### src/common/soc_pkg.sv
// --------------------------------------------------------------------------
// Shared bus widths, address map and register offsets for the SoC
// Slave chosen by address bits 31:28, anything from 3 up is unmapped
// Register offsets are byte offsets within a slave's region
// --------------------------------------------------------------------------

package soc_pkg;

    // Bus word types
    typedef logic [31:0] wb_adr_t;
    typedef logic [31:0] wb_dat_t;
    typedef logic [3:0]  wb_sel_t;

    // Address map
    localparam int N_SLAVES       = 3;
    localparam int SLAVE_BOOT_MEM = 0;
    localparam int SLAVE_TIMER    = 1;
    localparam int SLAVE_IRQ_CTRL = 2;

    localparam int BOOT_MEM_WORDS = 256;

    // Timer registers
    localparam logic [3:0] TIMER_LOAD  = 4'h0;
    localparam logic [3:0] TIMER_VALUE = 4'h4;
    localparam logic [3:0] TIMER_CTRL  = 4'h8;
    localparam logic [3:0] TIMER_CLEAR = 4'hC;

    // Interrupt controller registers
    localparam logic [3:0] IRQ_STATUS     = 4'h0;
    localparam logic [3:0] IRQ_RAW        = 4'h4;
    localparam logic [3:0] IRQ_ENABLE_SET = 4'h8;
    localparam logic [3:0] IRQ_ENABLE_CLR = 4'hC;

    // Bit 0 timer, bits 2:1 external inputs
    localparam int N_IRQ = 3;
    typedef logic [N_IRQ-1:0] irq_vec_t;

    typedef enum logic [1:0] {IDLE, BUSY_M0, BUSY_M1} arb_state_t;

endpackage

### src/logic/interrupt_controller.sv
// --------------------------------------------------------------------------
// Interrupt controller slave with raw, status and enable registers
// Enables change by writing ones to SET or CLR through byte lane 0
// o_irq is registered, one cycle behind the status
// --------------------------------------------------------------------------
`timescale 1ns/1ps

module interrupt_controller (
    input  logic              i_clk,
    input  logic              i_reset,
    input  soc_pkg::wb_adr_t  i_adr,
    input  soc_pkg::wb_sel_t  i_sel,
    input  logic              i_we,
    input  soc_pkg::wb_dat_t  i_dat,
    input  logic              i_cyc,
    input  logic              i_stb,
    input  logic              i_timer_int,
    input  logic [1:0]        i_ext_irq,
    output soc_pkg::wb_dat_t  o_dat,
    output logic              o_ack,
    output logic              o_irq
);

    soc_pkg::irq_vec_t  raw;
    soc_pkg::irq_vec_t  enable;
    soc_pkg::irq_vec_t  status;
    soc_pkg::irq_vec_t  wr_bits;
    logic               access;
    logic               wr;
    logic [3:0]         offset;

    assign raw     = {i_ext_irq, i_timer_int};
    assign status  = raw & enable;
    assign access  = i_cyc & i_stb & ~o_ack;
    assign wr      = access & i_we & i_sel[0];
    assign offset  = {i_adr[3:2], 2'b00};
    assign wr_bits = i_dat[soc_pkg::N_IRQ-1:0];

    always_ff @(posedge i_clk) begin
        if (i_reset) begin
            enable <= '0;
            o_irq  <= 1'b0;
            o_ack  <= 1'b0;
        end else begin
            o_ack <= access;
            o_irq <= |status;
            if (wr && offset == soc_pkg::IRQ_ENABLE_SET) begin
                enable <= enable | wr_bits;
            end else if (wr && offset == soc_pkg::IRQ_ENABLE_CLR) begin
                enable <= enable & ~wr_bits;
            end
        end
    end

    // SET and CLR both read back the enable mask
    always_ff @(posedge i_clk) begin
        if (access) begin
            case (offset)
                soc_pkg::IRQ_STATUS: o_dat <= soc_pkg::wb_dat_t'(status);
                soc_pkg::IRQ_RAW:    o_dat <= soc_pkg::wb_dat_t'(raw);
                default:             o_dat <= soc_pkg::wb_dat_t'(enable);
            endcase
        end
    end

endmodule

### config.mk
export PLATFORM = sky130hd
export DESIGN_NAME = interrupt_controller
export DESIGN_NICKNAME = d
export VERILOG_FILES = /design/src/common/soc_pkg.sv /design/src/logic/interrupt_controller.sv
export SDC_FILE = /design/constraint.sdc
export NUM_CORES = 1
export LEC_CHECK = 0
export BUFFER_PORTS_ARGS = -buffer_cell sky130_fd_sc_hd__buf_2
export CAP_MARGIN = 40
export CORE_UTILIZATION = 22
export CTS_CLUSTER_DIAMETER = 50
export DETAILED_ROUTE_END_ITERATION = 6
export PLACE_DENSITY = 0.75
export RECOVER_POWER = 50
export SETUP_SLACK_MARGIN = 0.4
export SYNTH_ARGS = -nofsm -noshare
export SYNTH_HDL_FRONTEND = slang
export SYNTH_SLANG_ARGS = --single-unit
### constraint.sdc
create_clock -name i_clk -period 1.1 [get_ports i_clk]
set_clock_uncertainty 0.15 [all_clocks]
set_input_delay 0.22 -clock i_clk [delete_from_list [all_inputs] [get_ports i_clk]]
set_output_delay 0.22 -clock i_clk [all_outputs]
set_load 0.02 [all_outputs]
==> results of run 1 <==
==> kinds of logic (layout without fill, tap and decap cells) <==
family                 count (synthesis)  after routing  share of synthesized area
AO/OA/AOI/OAI                         10             10                     0.1603
buffers and inverters                 30             23                     0.4131
AND/OR/NAND/NOR                        6              6                    0.07675
other                                  1             29                   0.006766
flip-flops                             8              8                     0.3431
==> critical path, delay by kind of cell (launching register included) <==
family,cells,cell delay (ps)
flops,1,330
simple gates,2,530
compound gates,1,100
==> cells in the mapped netlist (all sizes together) <==
cell type  instances  area share
buf               30        0.41
dfxtp              5        0.18
a311oi             3       0.047
a41oi              3       0.047
edfxtp             3        0.16
o22a               3       0.047
nor2b              2       0.023
a222oi             1       0.018
and2               1       0.011
and3               1       0.020
and3b              1       0.016
conb               1      0.0068
nor2               1      0.0068
==> cell type report <==
type                       count  area [um^2]
clock buffer                   4        26.28
fill                         249         1625
multi-input combinational     45        290.3
sequential                     8        197.7
tap                           28        35.03
timing repair buffer          19        122.6
==> per-stage QoR <==
stage	utilization	setup TNS (ps)	worst slack [ps]	instances	cell area, um^2
5_1_grt	0.2925	-1199	-190.8	104	671.9
3_5_place_dp	0.2614	-1179	-260.7	100	600.6
6_report	0.2925	-857.0	-135.9	104	671.9
2_1_floorplan	-	-469.4	-128.8	83	696.9
3_3_place_gp	0.2614	-1203	-237.8	100	600.6
4_1_cts	0.2794	-926.2	-132.4	104	641.9
==> timing repair <==
| item | CTS | global route |
|---|---|---|
| pin swaps | 4 | 1 |
| setup endpoints to repair | 16 | 16 |
| setup buffers | 0 | 0 |
| endpoints found under the hold margin | 0 | 0 |
| gates resized for setup | 5 | 9 |
| hold buffers | 0 | 0 |
==> routing by layer <==
layer  vias up  wire length, um
li1        180                -
met5         -                0
met2        41              466
met1       183              322
met4         0               47
met3         4              152
==> worst paths after layout <==
kind                            to             start  slack [ps]
setup / recovery          register  o_ack$_SDFF_PP0_        -140
hold / removal    o_irq$_SDFF_PP0_           i_reset          60
setup reg to reg          register  o_ack$_SDFF_PP0_        -140
hold reg to reg   o_irq$_SDFF_PP0_          register         400
==> power by group through the flow <==
stage	logic, uW	registers (uW)	clock network, uW
after global routing	192	317	267
after floorplan	194	331	0
final	180	317	244
after global placement	164	322	0
after CTS	169	316	255
after detailed placement	167	322	0
==> cells in the final DEF (no fill, tap or decap), types with 2 or more instances in the layout <==
master     n
conb_1    29
o22a_1     3
edfxtp_1   3
a41oi_2    3
dfxtp_4    2
buf_2     14
clkbuf_4   3
a311oi_2   3
buf_6      4
dfxtp_1    3
==> results.txt, run 1 <==
Mapped Area -> 554.3 um^2
CP Capture Type -> register
GPL Wtd Cong -> 0.7555
Routed Antenna Nets -> 0
Ys Warns -> 0
period utilization -> 1.124
slowest stage cell, crit path -> dfxtp_4
CTS H-Tree Depth -> 1
busiest grt layer -> met2
Die Height -> 52.20 um
dpl hpwl -> 759.8 um
routed wire length -> 989 um
Post-Syn Area per Cell -> 10.08 um^2
Pre-Repair DR Iteration Count -> 5
Seq pwr share -> 0.428
synth unique cells -> 14
Starting DRT DRC Count -> 5
unrepaired setup endpoints after global routing -> yes
Num Clock Sinks -> 8
MaxCap Viol Count -> 0
Initial Util -> 0.2413
hold path depth -> 2
fin worst setup slack -> -135.9 ps
Avg Vias per Cell -> 3.923
CTS tree -> done
slowest stage delay, CP -> 330 ps
largest net degree at the start of global routing -> 9
clk root buf -> clkbuf_4
clock network power share -> 0.329
FF-to-FF path depth -> 3
min Tclk post-route -> 1236 ps
area added between synthesis and finish -> 21.22%
vias in the first global route -> 319
Die ar. -> 2724 um^2
Final Slew Violations -> 0
CTS max path bufs -> 2
via total after detailed routing -> 408
status -> complete, but fails checks
Placement Rows -> 17
clock latency on the worst-skew pair -> 250 ps
input/output buffers -> 18
die width -> 52.20 um
Power, Total -> 740.6 uW
Pleak -> 0.0003135 uW
Hold Crit Class -> in -> reg
M3 GR Usage -> 0.01739
Pwr per Cell Area -> 1102 nW/um^2
gr usage total -> 0.07502
core box area -> 2297 um^2
Clock transition at path regs -> 60 ps
critical path class -> reg -> reg
Hold Vio Cnt, Final -> 0
CTS buffer count -> 3
share of cells above drive strength 1 -> 0.4342
post-synthesis sequential area ratio -> 0.3431
failing checks -> setup timing
startpoint types -> register
worst vdd ir -> 0.0003765 V
hold slack -> 60.19 ps
wire per inst -> 9.510 um
grt ovf -> 0
Yosys reg bits -> 8
nets@finish -> 153
Int Pwr -> 496.4 uW
P_sw -> 244.2 uW
drt drc -> 0
Crit path required time -> 1080 ps
grt met2 use -> 0.1389
cell count after synthesis -> 55
combinational power share -> 0.243
first-pass GRT wire length -> 1352 um
number of diodes -> 0
max frequency -> 809.1 MHz
initial antenna violation count -> 0
CP arrival -> 1210 ps
Switching Fraction -> 0.3297
Ports -> 110
CP Cell Sequence -> and3b_2 > and3_4 > a311oi_2
met1 capacity usage during global routing -> 0.05614
Crit Path Max Fanout -> 6
endpoints failing setup -> 10
(Power assumes the default switching activity.)
==> run 2: changes to the inputs <==
GPL_TIMING_DRIVEN = 0   (was unset)
==> run 2 against run 1 <==
The run still ends with setup timing left. Clock-buffer cell count is the same. Via count increased by 24%. Clock power hardly changed. Fmax down 3.6%. Non-clock buffer count increased by 31. Utilization rose by 10 points. Global-route usage rose by 1.3 points. Largest power group unchanged.
==> results.txt, run 2 (same netlist as run 1, synthesis figures left out) <==
fin worst setup slack -> -182.6 ps (was -135.9 ps)
Hold Crit Class -> in -> reg (unchanged)
hold_buf cts -> 0 (unchanged)
CTS buffer count -> 3 (unchanged)
hold slack -> 58.23 ps (was 60.19 ps)
P_sw -> 262.9 uW (was 244.2 uW)
Final Slew Violations -> 0 (unchanged)
Num Clock Sinks -> 8 (unchanged)
commonest non-fill, non-tap cells in the layout -> buf_4, conb_1, buf_2 (was conb_1, buf_2, buf_6)
commonest non-fill, non-tap cell in the layout -> buf_4 (was conb_1)
period utilization -> 1.166 (was 1.124)
critical path class -> reg -> reg (unchanged)
Hold Vio Cnt, Final -> 0 (unchanged)
via total after detailed routing -> 507 (was 408)
clock network power share -> 0.296 (was 0.329)
first-pass GRT wire length -> 1662 um (was 1352 um)
Cells after DPL -> 129 (was 100)
combinational power share -> 0.324 (was 0.243)
CTS tree -> done (unchanged)
nets@finish -> 184 (was 153)
DR top layer -> met4 (unchanged)
routed wl met3 -> 178 um (was 152 um)
unrepaired setup endpoints after global routing -> yes (unchanged)
Starting DRT DRC Count -> 12 (was 5)
Avg Vias per Cell -> 3.756 (was 3.923)
min Tclk post-route -> 1283 ps (was 1236 ps)
max frequency -> 779.7 MHz (was 809.1 MHz)
CTS max path bufs -> 2 (unchanged)
Switching Fraction -> 0.3162 (was 0.3297)
routed wire length -> 1182 um (was 989 um)
Routed Antenna Nets -> 0 (unchanged)
die width -> 52.20 um (unchanged)
Crit path required time -> 1100 ps (was 1080 ps)
core box area -> 2297 um^2 (unchanged)
Seq pwr share -> 0.381 (was 0.428)
dpl hpwl -> 904.4 um (was 759.8 um)
Crit Path Max Fanout -> 6 (unchanged)
CTS H-Tree Depth -> 1 (unchanged)
critical path's top delay family -> simple AND/OR/NAND/NOR gates (unchanged)
Pleak -> 0.0004817 uW (was 0.0003135 uW)
wire per inst -> 8.756 um (was 9.510 um)
post-layout instance area -> 903.4 um^2 (was 671.9 um^2)
CP arrival -> 1280 ps (was 1210 ps)
share of cells above drive strength 1 -> 0.6075 (was 0.4342)
fin cells -> 135 (was 104)
area added between synthesis and finish -> 62.98% (was 21.22%)
M1 WL -> 430 um (was 322 um)
CP Capture Type -> register (unchanged)
grt ovf -> 0 (unchanged)
initial antenna violation count -> 0 (unchanged)
largest net degree at the start of global routing -> 9 (unchanged)
Int Pwr -> 568.6 uW (was 496.4 uW)
status -> complete, but fails checks (unchanged)
endpoints failing setup -> 10 (unchanged)
MaxCap Viol Count -> 0 (unchanged)
Die ar. -> 2724 um^2 (unchanged)
Pre-Repair DR Iteration Count -> 4 (was 5)
Ports -> 110 (unchanged)
Die Height -> 52.20 um (unchanged)
input/output buffers -> 18 (unchanged)
WP buf/inv -> 1 (was 0)
worst vdd ir -> 0.0004193 V (was 0.0003765 V)
number of diodes -> 0 (unchanged)
WL met2 -> 544 um (was 466 um)
GPL Wtd Cong -> 0.7710 (was 0.7555)
CP Cell Sequence -> and3b_1 > buf_6 > and3_4 > a311oi_2 (was and3b_2 > and3_4 > a311oi_2)
failing checks -> setup timing (unchanged)
slowest stage delay, CP -> 330 ps (about the same)
clock latency on the worst-skew pair -> 250 ps (about the same)
Pwr per Cell Area -> 920.5 nW/um^2 (was 1102 nW/um^2)
slowest stage cell, crit path -> dfxtp_4 (unchanged)
clk root buf -> clkbuf_4 (unchanged)
Initial Util -> 0.2413 (unchanged)
placed cell area -> 822.0 um^2 (was 600.6 um^2)
vias in the first global route -> 391 (was 319)
drt drc -> 0 (unchanged)
Placement Rows -> 17 (unchanged)
gr usage total -> 0.08832 (was 0.07502)
Clock transition at path regs -> 50 ps (was 60 ps)
startpoint types -> register (unchanged)
[run 2: cell count changes in the layout (fill, tap and decap cells not counted), sizes merged]
cell | before | now
buf | 19 | 50
[run 2: final timing paths]
check                    from               end  slack [ps]  cells after the start
max          o_ack$_SDFF_PP0_          register        -180                      4
min                  i_dat[1]          register          60                      2
min reg2reg          register  o_irq$_SDFF_PP0_         380                      2
max reg2reg  o_ack$_SDFF_PP0_          register        -180                      4
[run 2: final cells by class]
class                      count  area (um^2)
tap                           28        35.03
multi-input combinational     45        289.0
fill                         222         1394
buffer                        30        229.0
clock buffer                   4        26.28
sequential                     8        200.2
timing repair buffer          20        123.9
[run 2: power by group through the flow]
stage               Sequential (uW)  Clock, uW  Combinational [uW]
finish                          317        246                 269
global route                    317        272                 286
CTS                             316        260                 260
detailed placement              322          0                 248
global placement                322          0                 245
floorplan                       331          0                 194
[run 2: routing by layer]
layer	GRT usage	up-vias
met3	0.008696	4
met2	0.1645	50
met4	0.09211	0
met5	0	-
li1	-	245
met1	0.07895	208
[run 2: timing repair]
item	CTS	global route
pin swaps	5	1
buffers inserted	2	0
setup endpoints to repair	16	16
resized for setup	9	3
[run 2: through the flow]
| step | setup slack (ps) | utilization | setup TNS, ps | power, uW |
|---|---|---|---|---|
| 2_1_floorplan | -128.8 | - | -469.4 | 524.8 |
| 3_3_place_gp | -173.8 | 0.3578 | -493.0 | 567.3 |
| 3_5_place_dp | -172.9 | 0.3578 | -493.3 | 570.5 |
| 4_1_cts | -152.0 | 0.3905 | -1111 | 836.2 |
| 5_1_grt | -225.0 | 0.3932 | -1385 | 875.3 |
| 6_report | -182.6 | 0.3932 | -1065 | 831.5 |
