File: config.mk
export PLATFORM = sky130hd
export DESIGN_NAME = timer_module
export DESIGN_NICKNAME = d
export VERILOG_FILES = /design/src/common/soc_pkg.sv /design/src/timer/timer_module.sv
export SDC_FILE = /design/constraint.sdc
export NUM_CORES = 1
export LEC_CHECK = 0
export BUFFER_PORTS_ARGS = -buffer_cell sky130_fd_sc_hd__buf_2
export CAP_MARGIN = 20
export CORE_MARGIN = 1
export CORE_UTILIZATION = 40
export CTS_CLUSTER_DIAMETER = 60
export DETAILED_ROUTE_END_ITERATION = 10
export GPL_ROUTABILITY_DRIVEN = 0
export GPL_TIMING_DRIVEN = 0
export RECOVER_POWER = 25
export REMOVE_ABC_BUFFERS = 1
export SLEW_MARGIN = 10
export SYNTH_ARGS = -nofsm -noshare
export SYNTH_HDL_FRONTEND = slang
export SYNTH_SLANG_ARGS = --single-unit
File: constraint.sdc
create_clock -name i_clk -period 7.7 [get_ports i_clk]
set_input_delay 0.77 -clock i_clk [delete_from_list [all_inputs] [get_ports i_clk]]
set_output_delay 0.77 -clock i_clk [all_outputs]
set_load 0.01 [all_outputs]
File: src/common/soc_pkg.sv
// --------------------------------------------------------------------------
// Shared bus widths, address map and register offsets for the SoC
// Slave chosen by address bits 31:28, anything from 3 up is unmapped
// Register offsets are byte offsets within a slave's region
// --------------------------------------------------------------------------

package soc_pkg;

    // Bus word types
    typedef logic [31:0] wb_adr_t;
    typedef logic [31:0] wb_dat_t;
    typedef logic [3:0]  wb_sel_t;

    // Address map
    localparam int N_SLAVES       = 3;
    localparam int SLAVE_BOOT_MEM = 0;
    localparam int SLAVE_TIMER    = 1;
    localparam int SLAVE_IRQ_CTRL = 2;

    localparam int BOOT_MEM_WORDS = 256;

    // Timer registers
    localparam logic [3:0] TIMER_LOAD  = 4'h0;
    localparam logic [3:0] TIMER_VALUE = 4'h4;
    localparam logic [3:0] TIMER_CTRL  = 4'h8;
    localparam logic [3:0] TIMER_CLEAR = 4'hC;

    // Interrupt controller registers
    localparam logic [3:0] IRQ_STATUS     = 4'h0;
    localparam logic [3:0] IRQ_RAW        = 4'h4;
    localparam logic [3:0] IRQ_ENABLE_SET = 4'h8;
    localparam logic [3:0] IRQ_ENABLE_CLR = 4'hC;

    // Bit 0 timer, bits 2:1 external inputs
    localparam int N_IRQ = 3;
    typedef logic [N_IRQ-1:0] irq_vec_t;

    typedef enum logic [1:0] {IDLE, BUSY_M0, BUSY_M1} arb_state_t;

endpackage

File: src/timer/timer_module.sv
// --------------------------------------------------------------------------
// Reloading down-counter slave with a level interrupt
// Counts when CTRL bit 0 is set, reloads at zero and raises the interrupt
// Interrupt held until a write to CLEAR; CTRL and CLEAR use byte lane 0
// --------------------------------------------------------------------------
`timescale 1ns/1ps

module timer_module (
    input  logic              i_clk,
    input  logic              i_reset,
    input  soc_pkg::wb_adr_t  i_adr,
    input  soc_pkg::wb_sel_t  i_sel,
    input  logic              i_we,
    input  soc_pkg::wb_dat_t  i_dat,
    input  logic              i_cyc,
    input  logic              i_stb,
    output soc_pkg::wb_dat_t  o_dat,
    output logic              o_ack,
    output logic              o_timer_int
);

    soc_pkg::wb_dat_t  load;
    soc_pkg::wb_dat_t  load_wr;
    soc_pkg::wb_dat_t  count;
    logic              enable;
    logic              access;
    logic              wr;
    logic [3:0]        offset;

    assign access = i_cyc & i_stb & ~o_ack;
    assign wr     = access & i_we;
    assign offset = {i_adr[3:2], 2'b00};

    // Load value with the selected byte lanes replaced
    always_comb begin
        load_wr = load;
        for (int b = 0; b < 4; b++) begin
            if (i_sel[b]) load_wr[8*b +: 8] = i_dat[8*b +: 8];
        end
    end

    always_ff @(posedge i_clk) begin
        if (i_reset) begin
            load        <= '0;
            count       <= '0;
            enable      <= 1'b0;
            o_timer_int <= 1'b0;
            o_ack       <= 1'b0;
        end else begin
            o_ack <= access;
            if (enable) begin
                count <= (count == '0) ? load : count - 32'd1;
            end
            if (wr && offset == soc_pkg::TIMER_LOAD) begin
                load  <= load_wr;
                count <= load_wr;
            end
            if (wr && i_sel[0] && offset == soc_pkg::TIMER_CTRL) begin
                enable <= i_dat[0];
            end
            if (wr && i_sel[0] && offset == soc_pkg::TIMER_CLEAR) begin
                o_timer_int <= 1'b0;
            end
            // A new expiry beats a clear in the same cycle
            if (enable && count == '0) begin
                o_timer_int <= 1'b1;
            end
        end
    end

    always_ff @(posedge i_clk) begin
        if (access) begin
            case (offset)
                soc_pkg::TIMER_LOAD:  o_dat <= load;
                soc_pkg::TIMER_VALUE: o_dat <= count;
                soc_pkg::TIMER_CTRL:  o_dat <= {31'd0, enable};
                default:              o_dat <= '0;
            endcase
        end
    end

endmodule

==> impl_metrics.tcl, run 1 <==
set metrics [dict create \
    status "complete, no violations" \
    p_sw_w 0.000376 \
    finalSetupTns_ns 0 \
    layout_common_cells "buf_2 (74), nor2_1 (68), dfxtp_1 (67)" \
    synth_edf_count 32 \
    vias 4743 \
    grt_pass1_vias 4598 \
    synth_ff_type "dfxtp_1" \
    grtUsageMet2 0.347 \
    busiest_layer "met2" \
    yosys_warnings 0 \
    initialDrtViolationCount 303 \
    clk_pin_slew_worst_paths_ns 0.07 \
    r2r_end "count[30]" \
    crit_chain "buf_2, and3b_1, clkbuf_1, nand3_2, nand2_1, o22ai_1, o21a_1, a2111oi_2" \
    nets 719 \
    holdPathStages 2 \
    seq_area_um2 2300 \
    grt_usage 0.209 \
    syn_area_um2 5370 \
    yosys-mux-area-fraction 0.132 \
    async_flop_share 0 \
    vdd_drop_max_v 0.0000877 \
    fin_cells 821 \
    drc 0 \
    cts_tree "built" \
    cts_hold_buf 0 \
    grt_pass1_wl_um 23200 \
    holdPathEnd "load[14]" \
    relSlewSlack 0.0889 \
    cts_htree_levels 3 \
    cts_root_buffer "clkbuf_16" \
    synth_top_family_by_area "simple AND/OR/NAND/NOR gates" \
    yosys.cell_types.count 60 \
    swShare 0.299 \
    p_leak_nw 2.42 \
    met3_usage 0.0349 \
    io_pins 107 \
    crit_slowest_cell "nand3_2" \
    seq_area_frac_synth 0.429 \
    drive_above_1_share 0.177 \
    power_frac_clock 0.345 \
    layout_setup_ws_ns 3.30 \
    portBuffers 76 \
    p_seq_frac 0.446 \
    drv_cap 0 \
    final_common_cell "buf_2" \
    cp-end-kind "flop" \
    worstMarginPinSlew_ns 1.37 \
    crit_buf_inv 2 \
    synth-compound-area-share 0.169 \
    clock-sinks 99 \
    netlist_instances 601 \
    grt_max_degree 40 \
    final-setup-viol-count 0 \
    vias_per_cell 5.78 \
    cts_setup_buffers 0 \
    reg2reg_slack_ns 3.44 \
    pwr-share-comb 0.209 \
    area_growth_syn_to_layout_pct 14.3 \
    die-area_um2 13900 \
    clk_latency_ns 0.35 \
    dp_cells 804 \
    max_stage_delay_ns 0.91 \
    initial_core_util 0.418 \
    multi_input_area_um2 2840 \
    cts_buffers 9 \
    fp.dieW_um 118 \
    timing.rr.start "o_ack" \
    nFillCells 1239 \
    die_y_um 118 \
    hpwlAfterDp_um 9300 \
    rsz0062_at_grt "false" \
    finalHoldViolCount 0 \
    critPathTopFamily "simple AND/OR/NAND/NOR gates" \
    ys_seq_elements 99 \
    ant_nets 0 \
    wl_per_cell_um 17.4 \
    grt_use_met1 0.271 \
    startpoint_type "input port" \
    crit_path_start "i_stb" \
    coreArea_um2 12800 \
    diodes 0 \
    synth_xor_area_frac 0.0229 \
    clk_path_buf_depth 2 \
    antenna_found_initial 0 \
    holdCritPathClass "flop to flop" \
    ff2ff_path_depth 7 \
    rows 41 \
    post-route-period-util 0.571 \
    worstHoldStart "load[14]" \
    total_power_w 0.00126 \
    pre_cts_ws_ns 3.82 \
    synth-simple-area-share 0.200 \
    intPower_w 0.000880 \
    drt-pass1-iter-count 5 \
    wl_um 14300 \
    synth_fa_ha_area_frac 0.00466 \
    worstSetupPathType "input port to flop" \
    grt.overflow.total 0 \
    cts_resized 0 \
    drv_slew 0 \
    worstPathRequired_ns 7.95 \
    fin_worst_skew_ns 0.00783 \
    pwr_density_cell_nw_per_um2 205 \
    clock.fmax_ghz 0.227 \
    fin_hold_ws_ns 0.481 \
    path_max_fanout 34 \
    timing.final.crit_period_ns 4.40 \
    syn-mean-instance-area_um2 8.93 \
    arrival_ns 4.65 \
]
==> cell type report <==
| class | instances | area share |
|---|---|---|
| clock inverter | 6 | 0.00633 |
| inverter | 7 | 0.00428 |
| clock buffer | 10 | 0.0390 |
| timing repair buffer | 82 | 0.0769 |
| sequential | 99 | 0.375 |
| multi-input combinational | 445 | 0.463 |
| tap | 172 | 0.0351 |
==> sequential cells by signal (all words and copies together) (netlist names) <==
name,flops
count,32
o_dat,32
o_ack,1
enable,1
o_timer_int,1
load,32
==> synth_stat cells, drive strengths merged, types with 5 or more instances <==
| cell type | number | area (um2) |
|---|---|---|
| xnor2 | 5 | 43.8 |
| dfxtp | 67 | 1340 |
| o21ai | 21 | 105 |
| or3 | 6 | 37.5 |
| a211oi | 11 | 82.6 |
| xor2 | 9 | 78.8 |
| nand2 | 57 | 214 |
| mux2 | 6 | 67.6 |
| buf | 14 | 68.8 |
| or4 | 6 | 52.6 |
| mux2i | 64 | 641 |
| nor3 | 15 | 75.1 |
| clkbuf | 36 | 135 |
| a21oi | 47 | 235 |
| inv | 7 | 26.3 |
| a31oi | 13 | 81.3 |
| edfxtp | 32 | 961 |
| nor4 | 10 | 96.4 |
| o22ai | 10 | 62.6 |
| nor2 | 68 | 255 |
| o21a | 8 | 60.1 |
| nand3 | 36 | 180 |
==> worst max path at each step <==
| stage | to | slack, ns | depth (start not counted) |
|---|---|---|---|
| floorplan | count[18] | 3.80 | 5 |
| global placement | count[18] | 2.04 | 6 |
| detailed placement | count[19] | 3.82 | 7 |
| CTS | count[19] | 4.19 | 7 |
| global route | count[30] | 2.77 | 8 |
| finish | count[30] | 3.30 | 8 |
==> cells by family (layout without fill, tap and decap cells) <==
| group | after synthesis | count (layout) |
|---|---|---|
| AO/OA/AOI/OAI | 141 | 141 |
| XOR/XNOR | 14 | 14 |
| adder cells (fa/ha/maj) | 2 | 2 |
| buffers and inverters | 57 | 105 |
| flip-flops | 99 | 99 |
| multiplexers | 70 | 70 |
| AND/OR/NAND/NOR | 218 | 218 |
==> stage by stage <==
step	util	area [um2]
4_1_cts	0.479	6140
3_5_place_dp	0.457	5860
5_1_grt	0.478	6130
2_1_floorplan	-	5160
6_report	0.478	6130
3_3_place_gp	0.449	5760
==> power groups by stage <==
stage	Clock, W	Combinational [W]	Sequential (W)
after floorplan	0	0.000157	0.000573
after global placement	0	0.000241	0.000572
after global routing	0.000459	0.000286	0.000562
after CTS	0.000439	0.000262	0.000560
after detailed placement	0	0.000259	0.000572
final	0.000433	0.000263	0.000561
==> tightest hold or removal path: stages (launching register included) <==
cell	delay, ns
dfxtp_1	0.33
nand2_1	0.06
a21oi_1	0.05
==> metal layers <==
layer | wire length, um | vias up | part of all wire
met3 | 741 | 20 | 0.052
met5 | 0 | - | 0
li1 | - | 2299 | -
met1 | 6520 | 2280 | 0.46
met2 | 6730 | 144 | 0.47
met4 | 262 | 0 | 0.018
Note: power is estimated with default switching activity, not from simulation.
==> run 2: changes to the inputs <==
==> constraint.sdc (replaced) <==
create_clock -name i_clk -period 3.56 [get_ports i_clk]
set_input_delay 0.356 -clock i_clk [delete_from_list [all_inputs] [get_ports i_clk]]
set_output_delay 0.356 -clock i_clk [all_outputs]
set_load 0.01 [all_outputs]
==> impl_metrics.tcl, run 2 (synthesis results as in run 1) <==
set metrics [dict create \
    total_power_w 0.00272 \
    cts_buffers 9 \
    cts_setup_buffers 0 \
    vias_per_cell 5.78 \
    p_sw_w 0.000813 \
    rsz0062_at_grt "false" \
    path_max_fanout 34 \
    antenna_found_initial 0 \
    cts_resized 0 \
    vias 4745 \
    cts_hold_buf 0 \
    coreArea_um2 12800 \
    diodes 0 \
    intPower_w 0.00190 \
    drt-pass1-iter-count 6 \
    cp-end-kind "flop" \
    nets 719 \
    dp_cells 804 \
    timing.final.crit_period_ns 3.13 \
    fin_worst_skew_ns 0.00837 \
    fin_cells 821 \
    clk_latency_ns 0.35 \
    nFillCells 1246 \
    worstSetupPathType "flop to flop" \
    finalSetupTns_ns 0 \
    cts_htree_levels 3 \
    initial_core_util 0.418 \
    vdd_drop_max_v 0.000190 \
    post-route-period-util 0.879 \
    clock-sinks 99 \
    final_common_cell "nor2_1" \
    die-area_um2 13900 \
    holdCritPathClass "input port to flop" \
    grt.overflow.total 0 \
    area_growth_syn_to_layout_pct 14.2 \
    clock.fmax_ghz 0.320 \
    worstMarginPinSlew_ns 1.06 \
    p_leak_nw 2.36 \
    drv_cap 0 \
    clk_pin_slew_worst_paths_ns 0.07 \
    grt_max_degree 40 \
    power_frac_clock 0.345 \
    pwr_density_cell_nw_per_um2 443 \
    wl_um 14200 \
    p_seq_frac 0.446 \
    pre_cts_ws_ns 0.0952 \
    swShare 0.299 \
    portBuffers 76 \
    hpwlAfterDp_um 9300 \
    status "complete, no violations" \
    drive_above_1_share 0.145 \
    cts_root_buffer "clkbuf_16" \
    relSlewSlack 0.293 \
    finalHoldViolCount 0 \
    max_stage_delay_ns 0.63 \
    grt_usage 0.209 \
    wl_per_cell_um 17.3 \
    crit_slowest_cell "nand3_2" \
    startpoint_type "flop" \
    crit_chain "and3b_2, buf_16, nand3_2, nand2_1, o22ai_1, o21a_1, a2111oi_2" \
    io_pins 107 \
    cts_tree "built" \
    rows 41 \
    worstPathRequired_ns 3.81 \
    pwr-share-comb 0.209 \
    arrival_ns 3.38 \
    top_regs "count: 32 flops, load: 32 flops, o_dat: 32 flops" \
    final-setup-viol-count 0 \
    final_util 0.478 \
    grt_pass1_vias 4598 \
    drv_slew 0 \
    layout_common_cells "nor2_1 (68), dfxtp_1 (67), mux2i_1 (64)" \
    clk_path_buf_depth 2 \
    initialDrtViolationCount 305 \
    die_y_um 118 \
    layout_setup_ws_ns 0.432 \
    drc 0 \
    ant_nets 0 \
    fp.dieW_um 118 \
    grt_pass1_wl_um 23200 \
]
==> run 2: cell count changes in the layout (fill, tap and decap cells not counted) <==
| cell | before | now |
|---|---|---|
| and3b_1 | 1 | 0 |
| and3b_2 | 0 | 1 |
| buf_16 | 0 | 1 |
| clkbuf_1 | 3 | 25 |
| buf_2 | 74 | 51 |
==> run 2: final cells by class <==
| class | instances | area (um2) | share of cell area |
|---|---|---|---|
| Clock buffer | 10 | 239 | 0.0390 |
| Timing Repair Buffer | 82 | 467 | 0.0762 |
| Clock inverter | 6 | 38.8 | 0.00633 |
| Multi-Input combinational cell | 445 | 2840 | 0.463 |
| Sequential cell | 99 | 2300 | 0.376 |
| Inverter | 7 | 26.3 | 0.00429 |
| Tap cell | 172 | 215 | 0.0351 |
==> run 2: worst max-delay path, delay by kind of cell, from the launching register on <==
kind	cells	cell delay [ns]
flip-flops	1	0.31
buffers and inverters	1	0.22
AND/OR/NAND/NOR	3	1.81
AO/OA/AOI/OAI	3	0.67
==> run 2: power groups by stage <==
| stage | Combinational, W | Sequential (W) | Clock [W] |
|---|---|---|---|
| detailed placement | 0.000561 | 0.00124 | 0 |
| finish | 0.000567 | 0.00121 | 0.000937 |
| floorplan | 0.000339 | 0.00124 | 0 |
| CTS | 0.000566 | 0.00121 | 0.000950 |
| global route | 0.000619 | 0.00122 | 0.000993 |
| global placement | 0.000521 | 0.00124 | 0 |
==> run 2: stage by stage <==
| step | instance area (um2) | hold WS [ns] |
|---|---|---|
| floorplan | 5160 | 0.425 |
| global placement | 5760 | 0.460 |
| detailed placement | 5860 | 0.467 |
| CTS | 6140 | 0.260 |
| global route | 6130 | 0.283 |
| finish | 6130 | 0.265 |
==> run 2: final timing paths <==
check	startpoint	to	slack (ns)	depth (start not counted)
setup / recovery	o_ack	count[30]	0.43	7
hold / removal	i_dat[22]	load[22]	0.27	3
setup reg to reg	o_ack	count[30]	0.43	7
hold reg to reg	load[14]	load[14]	0.48	2
==> run 2: layer usage <==
metal	track usage	routed length, um
met1	0.271	6560
met3	0.0349	674
met5	0	0
met2	0.347	6750
met4	0.0761	267
