File: config.mk
export PLATFORM = sky130hd
export DESIGN_NAME = wb_arbiter
export DESIGN_NICKNAME = d
export VERILOG_FILES = /design/src/common/soc_pkg.sv /design/src/logic/wb_arbiter.sv
export SDC_FILE = /design/constraint.sdc
export NUM_CORES = 1
export LEC_CHECK = 0
export BUFFER_PORTS_ARGS = -buffer_cell sky130_fd_sc_hd__buf_4
export CAP_MARGIN = 15
export CORE_AREA = 2 2 151 153
export DETAILED_ROUTE_END_ITERATION = 8
export DIE_AREA = 0 0 153 155
export SLEW_MARGIN = 20
export SYNTH_ARGS = -nofsm -noshare
export SYNTH_HDL_FRONTEND = slang
export SYNTH_SLANG_ARGS = --single-unit
File: constraint.sdc
create_clock -name i_clk -period 2.33 [get_ports i_clk]
set_clock_uncertainty 0.05 [all_clocks]
set_input_delay 0 -clock i_clk [delete_from_list [all_inputs] [get_ports i_clk]]
set_output_delay 0 -clock i_clk [all_outputs]
set_load 0.02 [all_outputs]
File: src/common/soc_pkg.sv
// --------------------------------------------------------------------------
// Shared bus widths, address map and register offsets for the SoC
// Slave chosen by address bits 31:28, anything from 3 up is unmapped
// Register offsets are byte offsets within a slave's region
// --------------------------------------------------------------------------

package soc_pkg;

    // Bus word types
    typedef logic [31:0] wb_adr_t;
    typedef logic [31:0] wb_dat_t;
    typedef logic [3:0]  wb_sel_t;

    // Address map
    localparam int N_SLAVES       = 3;
    localparam int SLAVE_BOOT_MEM = 0;
    localparam int SLAVE_TIMER    = 1;
    localparam int SLAVE_IRQ_CTRL = 2;

    localparam int BOOT_MEM_WORDS = 256;

    // Timer registers
    localparam logic [3:0] TIMER_LOAD  = 4'h0;
    localparam logic [3:0] TIMER_VALUE = 4'h4;
    localparam logic [3:0] TIMER_CTRL  = 4'h8;
    localparam logic [3:0] TIMER_CLEAR = 4'hC;

    // Interrupt controller registers
    localparam logic [3:0] IRQ_STATUS     = 4'h0;
    localparam logic [3:0] IRQ_RAW        = 4'h4;
    localparam logic [3:0] IRQ_ENABLE_SET = 4'h8;
    localparam logic [3:0] IRQ_ENABLE_CLR = 4'hC;

    // Bit 0 timer, bits 2:1 external inputs
    localparam int N_IRQ = 3;
    typedef logic [N_IRQ-1:0] irq_vec_t;

    typedef enum logic [1:0] {IDLE, BUSY_M0, BUSY_M1} arb_state_t;

endpackage

File: src/logic/wb_arbiter.sv
// --------------------------------------------------------------------------
// Two-master arbiter and address decoder for the classic bus
// Master 0 wins ties, a grant lasts until the owner drops cyc
// One idle cycle between grants, unmapped addresses get a one-cycle err
// --------------------------------------------------------------------------
`timescale 1ns/1ps

module wb_arbiter (
    input  logic                           i_clk,
    input  logic                           i_reset,

    input  soc_pkg::wb_adr_t               i_m0_adr,
    input  soc_pkg::wb_sel_t               i_m0_sel,
    input  logic                           i_m0_we,
    input  soc_pkg::wb_dat_t               i_m0_dat,
    input  logic                           i_m0_cyc,
    input  logic                           i_m0_stb,
    output soc_pkg::wb_dat_t               o_m0_dat,
    output logic                           o_m0_ack,
    output logic                           o_m0_err,

    input  soc_pkg::wb_adr_t               i_m1_adr,
    input  soc_pkg::wb_sel_t               i_m1_sel,
    input  logic                           i_m1_we,
    input  soc_pkg::wb_dat_t               i_m1_dat,
    input  logic                           i_m1_cyc,
    input  logic                           i_m1_stb,
    output soc_pkg::wb_dat_t               o_m1_dat,
    output logic                           o_m1_ack,
    output logic                           o_m1_err,

    output soc_pkg::wb_adr_t               o_s_adr,
    output soc_pkg::wb_sel_t               o_s_sel,
    output logic                           o_s_we,
    output soc_pkg::wb_dat_t               o_s_dat,
    output logic [soc_pkg::N_SLAVES-1:0]   o_s_cyc,
    output logic [soc_pkg::N_SLAVES-1:0]   o_s_stb,
    input  soc_pkg::wb_dat_t               i_s0_dat,
    input  soc_pkg::wb_dat_t               i_s1_dat,
    input  soc_pkg::wb_dat_t               i_s2_dat,
    input  logic [soc_pkg::N_SLAVES-1:0]   i_s_ack
);

    soc_pkg::arb_state_t                 state;
    soc_pkg::arb_state_t                 state_nxt;
    logic                                gnt_m0;
    logic                                gnt_m1;
    logic                                gnt_cyc;
    logic                                gnt_stb;
    logic [soc_pkg::N_SLAVES-1:0]        slave_sel;
    logic                                mapped;
    logic                                s_ack;
    soc_pkg::wb_dat_t                    s_dat;
    logic                                err_q;

    // ----------------------------------------------------------------------
    // Grant state machine
    // ----------------------------------------------------------------------
    always_comb begin
        state_nxt = state;
        case (state)
            soc_pkg::IDLE: begin
                if (i_m0_cyc && i_m0_stb) begin
                    state_nxt = soc_pkg::BUSY_M0;
                end else if (i_m1_cyc && i_m1_stb) begin
                    state_nxt = soc_pkg::BUSY_M1;
                end
            end
            soc_pkg::BUSY_M0: if (!i_m0_cyc) state_nxt = soc_pkg::IDLE;
            soc_pkg::BUSY_M1: if (!i_m1_cyc) state_nxt = soc_pkg::IDLE;
            default:          state_nxt = soc_pkg::IDLE;
        endcase
    end

    always_ff @(posedge i_clk) begin
        if (i_reset) begin
            state <= soc_pkg::IDLE;
            err_q <= 1'b0;
        end else begin
            state <= state_nxt;
            // Single err pulse for a granted cycle that hits no slave
            err_q <= gnt_cyc & gnt_stb & ~mapped & ~err_q;
        end
    end

    assign gnt_m0 = (state == soc_pkg::BUSY_M0);
    assign gnt_m1 = (state == soc_pkg::BUSY_M1);

    // Granted master onto the shared slave bus
    assign o_s_adr = gnt_m1 ? i_m1_adr : i_m0_adr;
    assign o_s_sel = gnt_m1 ? i_m1_sel : i_m0_sel;
    assign o_s_we  = gnt_m1 ? i_m1_we  : i_m0_we;
    assign o_s_dat = gnt_m1 ? i_m1_dat : i_m0_dat;
    assign gnt_cyc = (gnt_m0 & i_m0_cyc) | (gnt_m1 & i_m1_cyc);
    assign gnt_stb = (gnt_m0 & i_m0_stb) | (gnt_m1 & i_m1_stb);

    // ----------------------------------------------------------------------
    // Address decode on bits 31:28
    // ----------------------------------------------------------------------
    always_comb begin
        for (int s = 0; s < soc_pkg::N_SLAVES; s++) begin
            slave_sel[s] = (o_s_adr[31:28] == 4'(s));
        end
    end

    assign mapped  = |slave_sel;
    assign o_s_cyc = {soc_pkg::N_SLAVES{gnt_cyc}} & slave_sel;
    assign o_s_stb = {soc_pkg::N_SLAVES{gnt_cyc & gnt_stb}} & slave_sel;

    // Return path from the decoded slave
    always_comb begin
        s_dat = '0;
        if (slave_sel[soc_pkg::SLAVE_BOOT_MEM]) s_dat = i_s0_dat;
        if (slave_sel[soc_pkg::SLAVE_TIMER])    s_dat = i_s1_dat;
        if (slave_sel[soc_pkg::SLAVE_IRQ_CTRL]) s_dat = i_s2_dat;
    end

    assign s_ack    = |(i_s_ack & slave_sel);
    assign o_m0_dat = s_dat;
    assign o_m1_dat = s_dat;
    assign o_m0_ack = gnt_m0 & s_ack;
    assign o_m1_ack = gnt_m1 & s_ack;
    assign o_m0_err = gnt_m0 & err_q;
    assign o_m1_err = gnt_m1 & err_q;

endmodule

==> summary.md, run 1 <==
| Metric | Value |
|---|---|
| Starting Density | 9.64% |
| CP Capture Type | output port |
| CTS max path bufs | 2 |
| Initial antenna violation count | 0 |
| CP Launch Type | register |
| Delay-heaviest family, CP | buffers and inverters |
| I/O Buffers | 385 |
| R2R cell count | 5 |
| Net Count, Synth | 473 |
| Flop2flop setup slack | 760 ps |
| Comb pwr share | 75.5% |
| Syn_area_per_cell | 9.32 µm² |
| Share of post-route cells with drive strength above 1 | 81.9% |
| CTS tree | yes |
| # diodes | 0 |
| Area contributors post-synth | mux2_2 35%, mux2i_1 15%, o2bb2ai_1 13% |
| Crit Path Category | register to output port |
| Final nets | 818 |
| Area Overhead vs Synth | 140% |
| Power Density | 265 nW/µm² |
| Residual DRC | 0 |
| Clock slew at reported path FFs | 30 ps |
| Crit-path cells | nor2b_4 > mux2i_4 > inv_4 > buf_12 > mux2i_1 > o2bb2ai_1 > buf_4 |
| Antenna Nets Post-Route | 0 |
| Vias in the first global route | 3197 |
| DIE AREA | 23700 µm² |
| Core footprint | 22200 µm² |
| Placer Congestion | 0.800 |
| Synth unique cells | 37 |
| CP peak stage delay | 360 ps |
| Fin. max-slew vios | 0 |
| FILL cells | 2445 |
| Io pins | 386 |
| DP HPWL | 11.2 mm |
| Buf/Inv on CP | 3 |
| Status | completed |
| Critical path arrival | 2190 ps |
| Max Freq | 446 MHz |
| Min Hold Slack | 12.1 ps |
| Final WL | 12.5 mm |
| Routed WL per cell | 14.6 µm |
| Min-delay worst type | primary input to register |
| Total CTS buffers | 3 |
| Die span in y | 155 µm |
| Crit path required time | 2280 ps |
| Initial DRC count | 79 |
| Switching share of power | 37.0% |
| Synth Warn # | 0 |
| Reg-to-reg endpoint | err_q |
| Worst Tran Pin Value | 406 ps |
| Slew HR | 72.8% |
| Clk Latency, worst-skew pair | 230 ps |
| Post-route setup TNS | 0 ps |
| Cell Area, Synth | 2140 µm² |
| Final Hold Violating Endpoints | 0 |
| Placement Rows | 55 |
| Pre-antenna DRT Iters | 3 |
| DIE WIDTH | 153 µm |
| Tmin final | 2240 ps |
| Cell-internal power | 0.000858 W |
| Total of max-cap violations | 0 |
| # clock sinks | 3 |
| Clock power frac | 20.3% |
| Sw power | 0.000503 W |
| Sequential Power Share | 4.2% |
| Worst reg2reg path startpoint | state[1] |
| Critical path startpoint | state[1] |
| Tot GR Track Use | 9.50% |
| Crit-path slowest cell | dfxtp_1 |
| Peak supply drop | 0.161 mV |
| Crit-path max FO | 26 |
| Setup violations, final | 0 |
| Synth Instances | 230 |
| #FFs+latches synth | 3 |
| Root Driver | clkbuf_16 |
| First-pass GRT wire length | 18.0 mm |
| Lkg Pwr | 2.57 nW |
| Top cell type's share of synthesized area | 35.2% |
| Largest net degree at the start of global routing | 69 |
| RSZ-0062 raised after global routing | yes |
| Remaining Overflow, GRT | 0 |
| Period Utilization, post-route | 96.3% |
| Hold depth | 2 |
| Yosys top cell by area | mux2_2 |
| Total number of vias | 3136 |
| Worst Hold End | state[0] |
| Sequential fraction of the synthesis area | 2.80% |
| Vias/cell | 3.65 |
| H-tree depth | 1 |
| Hold Startpoint | i_m0_cyc |
-- cell families after synthesis --
family / after synthesis / synth area share (%)
muxes: 101 / 51.7
and+or+nand+nor: 30 / 8.93
AOI/OAI and AO/OA: 43 / 17.0
buffers and inverters: 53 / 19.6
DFF: 3 / 2.80
-- worst max-delay path by stage --
stage / end / slack [ps] / depth (start not counted)
2_1_floorplan: o_m1_dat[24] / 270 / 8
3_3_place_gp: o_m1_dat[7] / 300 / 5
3_5_place_dp: o_m1_dat[7] / 280 / 5
4_1_cts: o_m1_dat[7] / 20 / 5
5_1_grt: o_m1_dat[7] / -40 / 6
6_report: o_m1_dat[7] / 90 / 7
-- cells in the mapped netlist --
master     count
mux2_2        67
buf_4         36
mux2i_1       33
o2bb2ai_1     32
buf_2          8
nand2_1        6
a21oi_1        4
buf_12         4
dfxtp_1        3
nand2b_1       3
nor2_1         3
clkbuf_1       2
nand3b_1       2
nor3_1         2
nor3b_1        2
o21ai_0        2
a2111oi_2      1
a21boi_0       1
a31oi_1        1
and2_1         1
and2_4         1
and2b_1        1
and3_2         1
and3b_1        1
buf_6          1
inv_1          1
inv_4          1
mux2i_4        1
nand2_2        1
nand3_1        1
nor2b_1        1
nor2b_2        1
nor4b_1        1
o21ai_1        1
o31ai_4        1
or4b_4         1
or4bb_1        1
-- registers in the layout, summed over array words and instances, names as in the netlist --
register and flops:
err_q 1, state 2
-- final cells by class --
class                   instances  area, µm²  share of cell area, %
clock buffers                   4       78.8                   1.53
repair buffers                391       2960                   57.7
flip-flops and latches          3       61.3                   1.19
well taps                     285        357                   6.94
inverters                       2       10.0                  0.195
multi-input cells             174       1670                   32.5
-- what timing repair did --
item                                   4_1_cts  5_1_grt
setup endpoints to repair                    0       42
hold buffers                                 1        0
buffers inserted                             0        1
endpoints found under the hold margin        3        0
resized for setup                            0        1
-- cell usage in the layout, fill, tap and decap left out, types with 3 or more instances in the layout --
master	count
nand2b_1	3
clkbuf_16	3
mux2_2	67
nand2_1	6
a21oi_1	4
buf_4	388
o2bb2ai_1	32
nor2_1	3
mux2i_1	33
-- power by group through the flow --
| stage | sequential (W) | clock, W | combinational (W) |
|---|---|---|---|
| detailed placement | 0.0000575 | 0 | 0.00103 |
| floorplan | 0.0000561 | 0 | 0.000498 |
| CTS | 0.0000569 | 0.000282 | 0.00104 |
| finish | 0.0000570 | 0.000276 | 0.00103 |
| global placement | 0.0000573 | 0 | 0.00103 |
| global route | 0.0000575 | 0.000287 | 0.00109 |
-- metrics by stage --
stage	setup WS (ps)	power (W)	std cells	utilization (%)	area (µm²)
after CTS	23.8	0.00138	858	23.1	5130
after floorplan	270	0.000554	230	-	2140
after global placement	303	0.00108	853	22.7	5040
after detailed placement	277	0.00109	853	22.7	5040
after global routing	-37.0	0.00144	859	23.1	5140
final	86.3	0.00136	859	23.1	5140
-- per-layer routing --
layer / vias up / share of wire, % / GRT usage [%]
met2: 167 / 52 / 17.5
met1: 1432 / 41 / 11.7
met4: 0 / 0.38 / 1.01
li1: 1533 / - / -
met3: 4 / 6.6 / 1.92
met5: - / 0 / 0
Power figures use the tool's default switching activity.
==> run 2: changes to the inputs <==
SLEW_MARGIN = not set   (was 20)
clock period = 2.25 ns   (was 2.33 ns; I/O delays follow)
==> run 2 against run 1 <==
Clock power increased by 5%. Non-clock buffer count increased by 7. Largest cell class unchanged. Final area increased by 5.4%. Combinational power increased by 9%. Die area unchanged. Register-to-register slack got worse by 200 ps. Power increased by 7.9%. Critical path type unchanged. Largest power group unchanged. Global-route usage increased by 0.22 points. Worst hold slack improved by 2.4 ps. Sequential share of layout area decreased by 0.061 points.
==> summary.md, run 2 (synthesized netlist as in run 1, its figures left out) <==
| Metric | Value |
|---|---|
| Core footprint | 22200 µm² |
| Placement Rows | 55 |
| Worst Tran Pin Value | 491 ps |
| Min Hold Slack | 14.5 ps |
| CTS max path bufs | 2 |
| FILL cells | 2445 |
| Initial DRC count | 71 |
| CTS tree | yes |
| Critical path arrival | 2050 ps |
| Final Util | 24.4% |
| Placed Instances | 856 |
| Final WL | 13.2 mm |
| Final nets | 826 |
| DIE WIDTH | 153 µm |
| Root Driver | clkbuf_16 |
| Post-route setup TNS | 0 ps |
| Initial antenna violation count | 0 |
| Crit-path max FO | 13 |
| Delay-heaviest family, CP | buffers and inverters |
| Starting Density | 9.64% |
| Routed WL per cell | 15.2 µm |
| Total CTS buffers | 3 |
| Peak supply drop | 0.183 mV |
| Crit-path most repeated cell | buf_4 |
| H-tree depth | 1 |
| Residual DRC | 0 |
| Final Hold Violating Endpoints | 0 |
| Total of max-cap violations | 0 |
| CP peak stage delay | 360 ps |
| Remaining Overflow, GRT | 0 |
| CP Capture Type | output port |
| Lkg Pwr | 2.67 nW |
| Antenna Nets Post-Route | 0 |
| Buf/Inv on CP | 3 |
| Tot GR Track Use | 9.72% |
| Total number of vias | 3176 |
| Largest registers | state: 2 flops, err_q: 1 flops |
| Commonest non-fill, non-tap cells in the layout | 391 x buf_4, 67 x mux2_2, 32 x mux2i_1, 25 x o2bb2ai_2, 7 x o2bb2ai_1 |
| Non-filler cells, final | 867 |
| Crit Path Category | register to output port |
| Power Density | 271 nW/µm² |
| Die span in y | 155 µm |
| Clk Latency, worst-skew pair | 230 ps |
| CP Launch Type | register |
| Pre-antenna DRT Iters | 3 |
| Max reg flops | 2 |
| Io pins | 386 |
| Tmin final | 2100 ps |
| Share of post-route cells with drive strength above 1 | 87.3% |
| Max Freq | 476 MHz |
| Fin. max-slew vios | 0 |
| First-pass GRT wire length | 18.4 mm |
| Vias/cell | 3.66 |
| Setup violations, final | 0 |
| # diodes | 0 |
| Area Overhead vs Synth | 153% |
| I/O Buffers | 385 |
| Largest net degree at the start of global routing | 69 |
| Tot Pwr | 0.00147 W |
| Clock slew at reported path FFs | 30 ps |
| Crit-path slowest cell | dfxtp_1 |
| # clock sinks | 3 |
| Most flops, register | state |
| Placer Congestion | 0.800 |
| Crit path required time | 2200 ps |
| Crit-path cells | nor2b_4 > mux2i_4 > inv_4 > buf_4 > mux2i_1 > o2bb2ai_2 > buf_4 |
| Slew HR | 67.1% |
| RSZ-0062 raised after global routing | no |
| DIE AREA | 23700 µm² |
| Status | completed |
| Min-delay worst type | primary input to register |
| Vias in the first global route | 3251 |
| Leading cell type in the layout, fill and taps excluded | buf_4 |
| Period Utilization, post-route | 93.3% |
| DP HPWL | 11.2 mm |
## run 2: changes by cell type in the layout (fill, tap and decap cells not counted)
cell | previous run | this run
o2bb2ai_1 | 32 | 7
a21oi_2 | 0 | 2
o21ai_2 | 0 | 1
and2_4 | 1 | 2
mux2i_2 | 0 | 1
nor3_2 | 0 | 1
o2bb2ai_2 | 0 | 25
o21ai_1 | 1 | 0
buf_12 | 2 | 5
buf_6 | 0 | 1
nor3_1 | 2 | 1
buf_4 | 388 | 391
a21oi_1 | 4 | 2
mux2i_1 | 33 | 32
## run 2: power breakdown
group,switching (W),internal (W),total (W),leakage [nW]
Clock,0.0000555,0.000234,0.000290,0.0382
Combinational,0.000497,0.000623,0.00112,2.61
Sequential,0.00000330,0.0000558,0.0000591,0.0249
## run 2: through the flow
stage,cell area [µm²],worst slack [ps]
2_1_floorplan,2140,190
5_1_grt,5420,17.9
3_5_place_dp,5060,220
3_3_place_gp,5060,222
4_1_cts,5150,-13.9
6_report,5420,151
## run 2: path summary, 6_finish.rpt
check	startpoint	slack, ps	to	cells after the start
hold / removal	i_m0_cyc	10	state[0]	2
hold reg to reg	err_q	410	err_q	1
setup reg to reg	state[1]	560	err_q	7
setup / recovery	state[1]	150	o_m0_dat[23]	7
## run 2: area by class of cell
type,count,area [µm²],area share (%)
clock buffer,4,78.8,1.45
inverter,2,10.0,0.185
multi-input combinational,175,1850,34.2
sequential,3,61.3,1.13
tap,285,357,6.58
timing repair buffer,398,3060,56.4
## run 2: timing repair
| item | in CTS | in global routing |
|---|---|---|
| hold endpoints to repair | 3 | 0 |
| resized for setup | 0 | 33 |
| endpoints found under the setup margin | 10 | 69 |
| pin swaps | 1 | 4 |
| gates cloned | 0 | 1 |
| hold buffers | 1 | 0 |
| setup buffers | 0 | 5 |
## run 2: layer usage
metal	vias up	track usage (%)	share of wire (%)
li1	1548	-	-
met1	1457	11.8	39
met2	168	18.1	54
met3	3	2.12	6.8
met4	0	1.06	0.30
met5	-	0	0
==> run 3: changes to the inputs <==
==> constraint.sdc (replaced) <==
create_clock -name i_clk -period 2.25 [get_ports i_clk]
set_clock_uncertainty 0.05 [all_clocks]
set_input_delay 0.225 -clock i_clk [delete_from_list [all_inputs] [get_ports i_clk]]
set_output_delay 0.225 -clock i_clk [all_outputs]
set_load 0.02 [all_outputs]
==> run 3 against run 2 <==
The run now ends with negative setup slack left. Global-route usage rose by 0.40 points. Register-to-register slack better by 60 ps. Wire length increased by 6.7%. Critical endpoint is now o_m1_dat[18]. Core utilization rose by 2.9 points. Sequential cell count unchanged. Clock power is essentially flat.
==> summary.md, run 3 (synthesized netlist as in run 1, its figures left out) <==
| Metric | Value |
|---|---|
| Setup violations, final | 56 |
| Tmin final | 2310 ps |
| Crit path required time | 1980 ps |
| Reg area | 67.6 µm² |
| DP HPWL | 10.9 mm |
| Setup ws final | -58.8 ps |
| DIE AREA | 23700 µm² |
| Share of post-route cells with drive strength above 1 | 89.7% |
| Tot GR Track Use | 10.1% |
| CTS max path bufs | 2 |
| CTS tree | yes |
| Crit Path Category | register to output port |
| Final WL | 14.0 mm |
| Antenna Nets Post-Route | 0 |
| Total CTS buffers | 3 |
| Multi-input gate area | 2120 µm² |
| Violated checks | negative setup slack |
| Clock slew at reported path FFs | 30 ps |
| Largest net degree at the start of global routing | 67 |
| Min-delay worst type | primary input to register |
| FILL cells | 2358 |
| Post-CTS Hold Fix Bufs | 0 |
| Crit-path max FO | 17 |
| DIE WIDTH | 153 µm |
| Initial antenna violation count | 0 |
| I/O Buffers | 385 |
| Leading cell type in the layout, fill and taps excluded | buf_4 |
| RSZ-0062 raised after global routing | yes |
| Starting Density | 9.64% |
| Remaining Overflow, GRT | 0 |
| Core footprint | 22200 µm² |
| Vias in the first global route | 3317 |
| Initial DRC count | 117 |
| Residual DRC | 0 |
| Largest registers | state: 2 flops, err_q: 1 flops |
| # diodes | 0 |
| # clock sinks | 3 |
| CP Capture Type | output port |
| CP peak stage delay | 510 ps |
| Final Hold Violating Endpoints | 0 |
| Total number of vias | 3277 |
| Clk Latency, worst-skew pair | 230 ps |
| Vias/cell | 3.74 |
| Tot Pwr | 0.00160 W |
| Routed WL per cell | 16.0 µm |
| Slew HR | 53.6% |
| Pre-antenna DRT Iters | 4 |
| Status | complete, but fails checks |
| Flop2flop setup slack | 620 ps |
| Delay-heaviest family, CP | simple AND/OR/NAND/NOR gates |
| H-tree depth | 1 |
| Crit-path slowest cell | or4b_4 |
| CP Launch Type | register |
| Placer Congestion | 0.812 |
| Placement Rows | 55 |
| Max Freq | 433 MHz |
| First-pass GRT wire length | 19.0 mm |
| Area Overhead vs Synth | 182% |
| Final nets | 835 |
| Io pins | 386 |
| Most flops, register | state |
| Lkg Pwr | 2.87 nW |
| Commonest non-fill, non-tap cells in the layout | 353 x buf_4, 67 x mux2_2, 44 x buf_6, 27 x mux2i_1 |
| Crit-path cells | or4b_4 > o31ai_4 > buf_4 > nand2_4 > clkbuf_16 > o2bb2ai_2 > buf_4 |
| Peak supply drop | 0.183 mV |
| Total of max-cap violations | 0 |
| Max reg flops | 2 |
| Final Util | 27.2% |
| Root Driver | clkbuf_16 |
| Period Utilization, post-route | 103% |
| Crit-path most repeated cell | buf_4 |
| Critical path arrival | 2030 ps |
| Fin. max-slew vios | 0 |
| Die span in y | 155 µm |
| Power Density | 263 nW/µm² |
| Buf/Inv on CP | 3 |
| Worst Tran Pin Value | 693 ps |
-- run 3: cell count changes in the layout (fill, tap and decap cells not counted), sizes merged --
| cell | change |
|---|---|
| and2 | -1 |
| buf | +8 |
| clkbuf | +3 |
| dlygate4sd3 | -1 |
-- run 3: routing by layer --
| layer | track usage (%) | routed length (µm) | vias to the layer above |
|---|---|---|---|
| met3 | 2.20 | 964 | 9 |
| li1 | - | - | 1570 |
| met5 | 0 | 0 | - |
| met1 | 11.9 | 5430 | 1515 |
| met2 | 19.4 | 7570 | 183 |
| met4 | 1.19 | 74 | 0 |
-- run 3: cell type report --
| type | instances | area share [%] |
|---|---|---|
| flip-flops and latches | 3 | 1.12 |
| well taps | 285 | 5.89 |
| inverters | 2 | 0.165 |
| multi-input cells | 174 | 35.1 |
| repair buffers | 408 | 56.5 |
| clock buffers | 4 | 1.30 |
-- run 3: per-stage QoR --
stage / setup TNS, ps / instances / setup WS (ps) / cell area [µm²] / hold WS (ps)
2_1_floorplan: -697 / 230 / -35.4 / 2190 / 244
3_3_place_gp: 0 / 860 / 89.0 / 5170 / 367
3_5_place_dp: 0 / 860 / 67.1 / 5170 / 372
4_1_cts: -862 / 873 / -62.0 / 5720 / 136
5_1_grt: -5150 / 876 / -107 / 6050 / 145
6_report: -1320 / 876 / -58.8 / 6050 / 139
-- run 3: worst paths after layout --
path | from | cells past startpoint | endpoint
worst min register to register | err_q | 1 | err_q
worst max register to register | state[0] | 5 | err_q
worst max-delay path | state[0] | 7 | o_m1_dat[18]
worst min-delay path | i_reset | 2 | err_q
-- run 3: where the power goes --
part	total, W	leakage [nW]	switching [W]	internal (W)
sequential	0.0000574	0.0259	0.00000290	0.0000545
combinational	0.00125	2.81	0.000554	0.000697
clock	0.000287	0.0382	0.0000524	0.000234
total	0.00160	2.87	0.000609	0.000986
-- run 3: timing repair --
item | 4_1_cts | 5_1_grt
pin swaps | 3 | 3
buffers inserted | 7 | 0
hold endpoints to repair | 0 | 0
gates resized for setup | 58 | 46
gates cloned | 3 | 3
setup endpoints to repair | 71 | 114
